`config.mk`:
```
export PLATFORM = sky130hd
export DESIGN_NAME = sdrc_arbiter
export DESIGN_NICKNAME = d
export VERILOG_FILES = /design/src/rtl/sdram_cache_pkg.sv /design/src/rtl/sdrc_arbiter.sv
export SDC_FILE = /design/constraint.sdc
export NUM_CORES = 1
export LEC_CHECK = 0
export BUFFER_PORTS_ARGS = -buffer_cell sky130_fd_sc_hd__clkbuf_2
export CAP_MARGIN = 15
export CORE_MARGIN = 2
export CORE_UTILIZATION = 32
export CTS_CLUSTER_DIAMETER = 60
export DETAILED_ROUTE_END_ITERATION = 10
export HOLD_SLACK_MARGIN = 0.1
export PLACE_DENSITY = 0.78
export SETUP_SLACK_MARGIN = 0.15
export SLEW_MARGIN = 5
export SYNTH_ARGS = -nofsm -noshare
export SYNTH_HDL_FRONTEND = slang
export SYNTH_SLANG_ARGS = --single-unit
```
`constraint.sdc`:
```
create_clock -name clk -period 1.6 [get_ports clk]
set_clock_uncertainty 0.05 [all_clocks]
set_input_delay 0.08 -clock clk [delete_from_list [all_inputs] [get_ports clk]]
set_output_delay 0.08 -clock clk [all_outputs]
set_load 0.005 [all_outputs]
```
`src/rtl/sdram_cache_pkg.sv`:
```
// --------------------------------------
// command codes match the 3-bit command
// bus of the SDRAM controller
// address and burst length widths are fixed
// by the controller and not by the caches
// --------------------------------------
`default_nettype none

package sdram_cache_pkg;

  // controller command opcodes
  // other codes of the controller are never issued here
  typedef enum logic [2:0] {
    CmdRefresh  = 3'b001,
    CmdActivate = 3'b011,
    CmdWrite    = 3'b100,
    CmdRead     = 3'b101
  } sdrc_cmd_e;

  // controller address, one 32-bit word per address
  localparam int unsigned SDRC_ADDR_WIDTH = 21;

  // burst length field, holds number of words minus one
  localparam int unsigned SDRC_LEN_WIDTH = 8;

endpackage

`default_nettype wire

```
`src/rtl/sdrc_arbiter.sv`:
```
// --------------------------------------
// refresh waits for the running burst to
// finish, so it may be late by one
// eviction plus fill
// AutoRefreshPeriodCycles below 65534
// --------------------------------------
`default_nettype none

module sdrc_arbiter #(
  parameter int unsigned AutoRefreshPeriodCycles = 200
) (
  input wire clk,
  input wire rst_n,

  input wire burst_req_a,
  input wire burst_req_b,
  output logic burst_gnt_a,
  output logic burst_gnt_b,

  // commands from each cache
  input wire cmd_en_a,
  input wire cmd_en_b,
  input wire sdram_cache_pkg::sdrc_cmd_e cmd_a,
  input wire sdram_cache_pkg::sdrc_cmd_e cmd_b,
  input wire [sdram_cache_pkg::SDRC_ADDR_WIDTH-1:0] addr_a,
  input wire [sdram_cache_pkg::SDRC_ADDR_WIDTH-1:0] addr_b,
  input wire [31:0] data_a,
  input wire [31:0] data_b,
  input wire [sdram_cache_pkg::SDRC_LEN_WIDTH-1:0] len_a,
  input wire [sdram_cache_pkg::SDRC_LEN_WIDTH-1:0] len_b,

  // toward the controller
  output logic sdrc_cmd_en,
  output sdram_cache_pkg::sdrc_cmd_e sdrc_cmd,
  output logic [sdram_cache_pkg::SDRC_ADDR_WIDTH-1:0] sdrc_addr,
  output logic [31:0] sdrc_data,
  output logic [sdram_cache_pkg::SDRC_LEN_WIDTH-1:0] sdrc_data_len,
  input wire sdrc_cmd_ack,

  output logic cmd_ack_a,
  output logic cmd_ack_b
);

  import sdram_cache_pkg::*;

  typedef enum logic [1:0] {
    Idle,
    OwnerA,
    OwnerB,
    Refresh
  } state_e;

  state_e state;
  logic [15:0] refresh_count;
  logic refresh_cmd_en;
  logic last_owner_b;

  wire refresh_due = refresh_count > 16'(AutoRefreshPeriodCycles);

  // owner drives the bus, refresh otherwise
  always_comb begin
    if (burst_gnt_a) begin
      sdrc_cmd_en = cmd_en_a;
      sdrc_cmd = cmd_a;
      sdrc_addr = addr_a;
      sdrc_data = data_a;
      sdrc_data_len = len_a;
    end else if (burst_gnt_b) begin
      sdrc_cmd_en = cmd_en_b;
      sdrc_cmd = cmd_b;
      sdrc_addr = addr_b;
      sdrc_data = data_b;
      sdrc_data_len = len_b;
    end else begin
      sdrc_cmd_en = refresh_cmd_en;
      sdrc_cmd = CmdRefresh;
      sdrc_addr = '0;
      sdrc_data = '0;
      sdrc_data_len = '0;
    end
  end

  // ack only reaches the owner
  assign cmd_ack_a = sdrc_cmd_ack && burst_gnt_a;
  assign cmd_ack_b = sdrc_cmd_ack && burst_gnt_b;

  always_ff @(posedge clk) begin
    if (!rst_n) begin
      state <= Idle;
      burst_gnt_a <= 1'b0;
      burst_gnt_b <= 1'b0;
      refresh_cmd_en <= 1'b0;
      last_owner_b <= 1'b1;
      // start past the period, first refresh right after reset
      refresh_count <= 16'(AutoRefreshPeriodCycles + 1);
    end else begin
      refresh_cmd_en <= 1'b0;
      // saturating interval counter
      if (refresh_count != 16'hffff) begin
        refresh_count <= refresh_count + 16'd1;
      end
      unique case (state)
        Idle: begin
          if (refresh_due) begin
            refresh_cmd_en <= 1'b1;
            state <= Refresh;
          end else if (burst_req_a && (!burst_req_b || last_owner_b)) begin
            burst_gnt_a <= 1'b1;
            state <= OwnerA;
          end else if (burst_req_b) begin
            burst_gnt_b <= 1'b1;
            state <= OwnerB;
          end
        end
        OwnerA: begin
          if (!burst_req_a) begin
            burst_gnt_a <= 1'b0;
            last_owner_b <= 1'b0;
            state <= Idle;
          end
        end
        OwnerB: begin
          if (!burst_req_b) begin
            burst_gnt_b <= 1'b0;
            last_owner_b <= 1'b1;
            state <= Idle;
          end
        end
        Refresh: begin
          if (sdrc_cmd_ack) begin
            refresh_count <= '0;
            state <= Idle;
          end
        end
        default: state <= Idle;
      endcase
    end
  end

  a_one_owner: assert property (@(posedge clk) disable iff (!rst_n)
    !(burst_gnt_a && burst_gnt_b));

  // grant is held as long as the owner keeps requesting
  a_gnt_held: assert property (@(posedge clk) disable iff (!rst_n)
    (burst_gnt_a && burst_req_a) || (burst_gnt_b && burst_req_b)
    |=> $stable({burst_gnt_a, burst_gnt_b}));

endmodule

`default_nettype wire

```
==> results of run 1 <==
cells in the mapped netlist, drive strengths merged (6+ instances only):
cell type   n  area share [%]
nor4       10             4.0
nand3       7             1.8
o21ai      10             2.6
nand4       7             3.8
a22o       63              29
clkbuf     18             3.5
dfxtp      22              23
inv         7             1.4
nand2b      6             2.0
nor2       11             2.2
a21oi       8             2.1
nand2      14             2.7
sequential cells by signal (all words and copies together) (netlist names):
| register | flops |
|---|---|
| burst_gnt_a | 1 |
| burst_gnt_b | 1 |
| last_owner_b | 1 |
| refresh_cmd_en | 1 |
| refresh_count | 16 |
| state | 2 |
area by class of cell:
| class | count | area [um^2] |
|---|---|---|
| flip-flops and latches | 22 | 467.9 |
| clock buffers | 4 | 55.05 |
| multi-input cells | 186 | 1604 |
| fillers | 513 | 2103 |
| repair buffers | 243 | 1498 |
| well taps | 75 | 93.84 |
| inverters | 7 | 28.78 |
power breakdown:
group          internal [mW]  leakage [nW]  switching, mW
Sequential             0.610         0.184         0.0817
Combinational          0.765          1.73          0.700
Clock                  0.220        0.0288          0.193
layer usage:
| layer | global-route usage, % | part of all wire (%) | up-vias |
|---|---|---|---|
| met5 | 0 | 0 | - |
| met4 | 5.085 | 1.3 | 0 |
| met3 | 17.14 | 15 | 18 |
| met2 | 40.74 | 45 | 152 |
| met1 | 32.78 | 39 | 1418 |
| li1 | - | - | 1401 |
how the worst min path moves through the flow:
stage,from,endpoint,slack [ns],cells after the start
after global placement,rst_n,last_owner_b$_SDFFE_PN1P_,0.32,2
after floorplan,cmd_b[0],sdrc_cmd[0],0.20,2
after CTS,burst_req_a,state[0]$_SDFFE_PN0P_,0.13,3
after detailed placement,rst_n,last_owner_b$_SDFFE_PN1P_,0.33,2
final,burst_req_a,state[0]$_SDFFE_PN0P_,0.14,3
after global routing,burst_req_a,state[0]$_SDFFE_PN0P_,0.16,3
worst register-to-register path, cell delays in order (launching register included):
cell	delay (ns)
dfxtp_2	0.36
nand4_4	0.21
buf_4	0.21
nor4_2	0.37
nand3_1	0.13
o211ai_1	0.12
timing repair:
item                                   in CTS  in global routing
pin swaps                                   5                 10
gates resized for setup                    25                 63
buffers inserted                            6                  5
setup endpoints to repair                  63                 76
hold buffers                                1                  0
cloned                                      0                  5
endpoints found under the hold margin       3                  0
cell families after synthesis:
group                      synth area share, %
adders and majority gates                1.304
DFF                                      22.96
and+or+nand+nor                          23.42
buffers and inverters                    5.806
AOI/OAI and AO/OA                        44.10
xor gates and xnor gates                 1.370
muxes                                    1.044
==> metrics.txt, run 1 <==
number of CTS-inserted buffers=3; RSZ-0062 raised after global routing=true; I/O pin count=~200; Die X=a little over 80 um; Worst-path clk slew=approximately 0.08 ns; max-slew violation count=0; worst hold slack=between 0.1 and 0.15 ns; 1st-iter DRT viols=about 130; vias per inst=between 5 and 6; placed cell areas=between 0.003 and 0.004 mm^2; LEAKAGE=1.940 nW; unique cell type count in the Yosys netlist=46; GRT Total Usage=between 20% and 30%; outcome=complete, no violations; CP delay by family, top=buffers and inverters; pin count of the biggest net entering global routing=between 40 and 50; fmax=between 600 and 700 MHz; synthesis-to-layout area growth=95.37%; Setup violations, final=0; vias in the first global route=between 2,000 and 3,000; htree depth=1; share of layout cells above drive strength 1=between 60% and 70%; Max IR drop VDD=~0.47 mV; Rows=28; worst-path fanout max=9; most frequent cells in the layout=195 x clkbuf_2, 56 x a22o_1, 25 x buf_4; WP data required=around 1.5 ns; Final Hold Vio Count=0; Yosys reg bits=22; Hold WC Path Type=primary input to flip-flop; critical path capture point=sdrc_addr[20]; total power=between 2 and 3 mW; routed wire length=roughly 11 mm; core area=around 0.006 mm^2; Die Y=81.42 um; Final Instance Count excl. Fillers=537; CP Capture Type=primary output; clock sink count=22; crit path from=burst_gnt_a$_SDFFE_PN0P_; Die Area=roughly 0.0066 mm^2; critical setup path kind=flip-flop to primary output; P per Cell Area=approximately 690 mW/mm^2; first-pass GRT wire length=between 10 and 15 mm; Startpoint Class=flip-flop; vias=around 3,000; Clock Path Buffers=2; Final min period=around 1.5 ns; setup TNS=0 ns; Placement Setup Slack=~0.048 ns; Primary FF master, synth=dfxtp_1; Synth Warn #=0; Worst R2R End=refresh_count[7]$_SDFF_PN1_; Post-synth EDFFs=0; Max Cap Viol=0; fin area=~0.0037 mm^2; Overflow after GRT=0; crit share post-route=95.42%; Root Driver=clkbuf_8; Inst Count DP=516; commonest non-fill, non-tap cell in the layout=clkbuf_2; R2R Path Start=refresh_count[9]$_SDFF_PN0_; Worst Max-Slew Pin Slew=~0.37 ns; routed len/inst=around 20 um; post-synthesis net count=~370; Final ANT Viol Nets=0; DRC=0; worst path cell trace=nor2b_4, buf_12, clkbuf_16, a22o_1, clkbuf_2; Slowest-stage cell, CP=dfxtp_4; Worst slew margin=75.42%; post-synthesis async set-or-reset flop share=0%; WP depth=5; Mapped Cells=approximately 240; Core Util, Final=approximately 64%; Initial Utilization=between 30% and 40%; WP buf/inv=3; n_diodes=0; Crit path largest cell delay=0.37 ns; number of buffers added on ports=slightly above 200; initial antenna violation count=0; Placer Congestion=between 0.8 and 0.9; Worst R2R Path Depth=5; Initial DRT Pass Iterations=4; share of the yosys chip area belonging to registers=a little under a quarter; Mapped Area=between 0.0015 and 0.002 mm^2; Worst-Skew Late Latency=0.27 ns; Reg2Reg Setup Slack=about 0.073 ns; Critical Path AT=about 1.4 ns; Final nets=600; Avg Inst Size Synth=8.093 um^2; DP HPWL=8.024 mm; CTS tree=yes; worst setup margin=~0.073 ns
Note: power is estimated with default switching activity, not from simulation.
==> run 2: changes to the inputs <==
CORE_AREA = 2 2 79 81   (was not set)
CORE_MARGIN = not set   (was 2)
CORE_UTILIZATION = not set   (was 32)
DIE_AREA = 0 0 81 83   (was not set)
HOLD_SLACK_MARGIN = not set   (was 0.1)
PLACE_DENSITY = 0.76   (was 0.78)
clock period = 1.8 ns   (was 1.6 ns; I/O delays follow)
==> run 2 against run 1 <==
  * Final cell count fell by 5.4%
  * Critical path type unchanged
  * Clock power fell by 8.2%
  * Clock-buffer cell count did not move
  * Final area fell by 16%
  * Combinational power fell by 24%
  * Largest cell class unchanged
==> metrics.txt, run 2 (same netlist as run 1, synthesis figures left out) <==
outcome=complete, no violations; DP HPWL=9.262 mm (+15%); crit share post-route=93.62%; worst-path fanout max=32 (+23); Final min period=between 1.5 and 2 ns; max FFs per register=16 (unchanged); synthesis-to-layout area growth=64.58%; CTS tree=yes; Rows=28 (unchanged); clock sink count=22 (unchanged); WP data required=1.66 ns (+0.19 ns); Initial DRT Pass Iterations=4 (unchanged); Die X=81 um (-0.52%); vias in the first global route=2,663 (+2.9%); Final Hold Vio Count=0 (unchanged); 1st-iter DRT viols=115 (-9.4%); Max Cap Viol=0 (unchanged); Placer Congestion=0.9423 (+5.4%); fmax=~590 MHz; Final Instance Count excl. Fillers=508 (-5.4%); Critical Path AT=1.55 ns (+0.15 ns); Root Driver=clkbuf_8; first-pass GRT wire length=15.56 mm (+16%); Hold WC Path Type=primary input to flip-flop; max-slew violation count=0 (unchanged); DRC=0 (unchanged); Final nets=571 (-4.8%); Initial Utilization=32.98% (+0.20 points); Worst R2R Path Depth=5 (unchanged); Worst Max-Slew Pin Slew=0.4571 ns (+0.09149 ns); Worst slew margin=69.05% (-6.4 points); switching power share of the total=40.87% (+2.9 points); routed wire length=11.05 mm (+2.9%); commonest non-fill, non-tap cell in the layout=clkbuf_2; Int Pwr=1.253 mW (-21%); Seq pwr share=29.1% (+2.2 points); number of CTS-inserted buffers=3 (unchanged); Die Area=0.006723 mm^2 (+1.4%); setup TNS=0 ns (unchanged); Inst Count DP=503 (-2.5%); critical setup path kind=flip-flop to primary output; # Post-CTS Setup Buffers=0 (-6); core area=0.005816 mm^2 (-0.60%); Setup violations, final=0 (unchanged); CP Capture Type=primary output; Worst-path clk slew=0.09 ns (about the same); initial antenna violation count=0 (unchanged); I/O pin count=204 (unchanged); Clock Path Buffers=2 (unchanged); net switching power=0.8661 mW (-11%); Worst-Skew Late Latency=0.28 ns (about the same); LEAKAGE=1.680 nW (-13%); vias=2,823 (-5.6%); Overflow after GRT=0 (unchanged); RSZ-0062 raised after global routing=true; clock network power share=17.9% (+1.8 points); Max IR drop VDD=0.5486 mV (+18%); Comb power frac=53.0% (-4.0 points); Worst Hold Launch=rst_n; Worst R2R End=refresh_count[8]$_SDFF_PN0_; Biggest register=refresh_count; largest registers=refresh_count: 16 flops, state: 2 flops; routed len/inst=21.74 um (+8.8%); htree depth=1 (unchanged); P per Cell Area=671.3 mW/mm^2 (-2.1%); number of buffers added on ports=203 (unchanged); Die Y=83 um (+1.9%); number of hold buffers added after cts=0 (-1); most frequent cells in the layout=203 x clkbuf_2, 61 x a22o_1, 14 x nand2_1, 14 x dfxtp_1, 11 x nor2_1; Reg2Reg Setup Slack=0.22 ns (+0.15 ns); Startpoint Class=flip-flop; vias per inst=5.557 (-0.16%); R2R Path Start=refresh_count[1]$_SDFF_PN0_; pin count of the biggest net entering global routing=38 (-7.3%); GRT Total Usage=31.72% (+4.7 points); Hold Path Sink=last_owner_b$_SDFFE_PN1P_; share of layout cells above drive strength 1=53.81% (-11 points); n_diodes=0 (unchanged); Final ANT Viol Nets=0 (unchanged); Hold Crit Depth=2 (-1)
run 2: routing by layer:
metal	global-route usage, %	part of all wire [%]	vias to the layer above
li1	-	-	1342
met5	0	0	-
met3	30.87	24	8
met4	5.085	0.91	0
met2	42.52	39	182
met1	36.71	36	1291
run 2: worst max-delay path by stage:
| stage | end | start | cells past startpoint |
|---|---|---|---|
| 3_3_place_gp | refresh_count[1]$_SDFF_PN0_ | refresh_count[1]$_SDFF_PN0_ | 6 |
| 5_1_grt | sdrc_addr[20] | burst_gnt_b$_SDFFE_PN0P_ | 4 |
| 4_1_cts | sdrc_data[21] | burst_gnt_b$_SDFFE_PN0P_ | 4 |
| 2_1_floorplan | refresh_count[1]$_SDFF_PN0_ | refresh_count[1]$_SDFF_PN0_ | 5 |
| 3_5_place_dp | refresh_count[1]$_SDFF_PN0_ | refresh_count[1]$_SDFF_PN0_ | 6 |
| 6_report | sdrc_data[29] | burst_gnt_b$_SDFFE_PN0P_ | 4 |
run 2: timing repair:
item | CTS | global route
resized for setup | 2 | 11
endpoints found under the setup margin | 30 | 52
cloned | 1 | 0
run 2: cell type report:
| cell class | count | area [um^2] |
|---|---|---|
| multi-input combinational | 186 | 1396 |
| tap | 75 | 93.84 |
| timing repair buffer | 214 | 1135 |
| fill | 572 | 2659 |
| clock buffer | 4 | 55.05 |
| sequential | 22 | 450.4 |
| inverter | 7 | 26.28 |
run 2: metrics by stage:
step	utilization (%)	setup WS [ns]	power, mW	hold slack [ns]	area [um^2]
after global routing	54.28	0.08370	2.240	0.07192	3157
after floorplan	-	0.2517	1.101	0.2191	1918
after detailed placement	52.26	0.1721	1.686	0.3436	3039
after global placement	52.26	0.1784	1.678	0.3329	3039
final	54.28	0.1149	2.119	0.05009	3157
after CTS	54.00	0.08871	2.086	0.05854	3141
run 2: critical path: stages (launching register included):
cell and delay (ns):
dfxtp_2 0.38, nor2b_4 0.25, buf_12 0.22, a22o_1 0.26, clkbuf_2 0.16
run 2: power by group through the flow:
stage | clock network (mW) | logic, mW | registers [mW]
floorplan | 0 | 0.528 | 0.573
global placement | 0 | 1.06 | 0.617
detailed placement | 0 | 1.06 | 0.621
CTS | 0.373 | 1.10 | 0.611
global route | 0.401 | 1.21 | 0.628
finish | 0.379 | 1.12 | 0.617
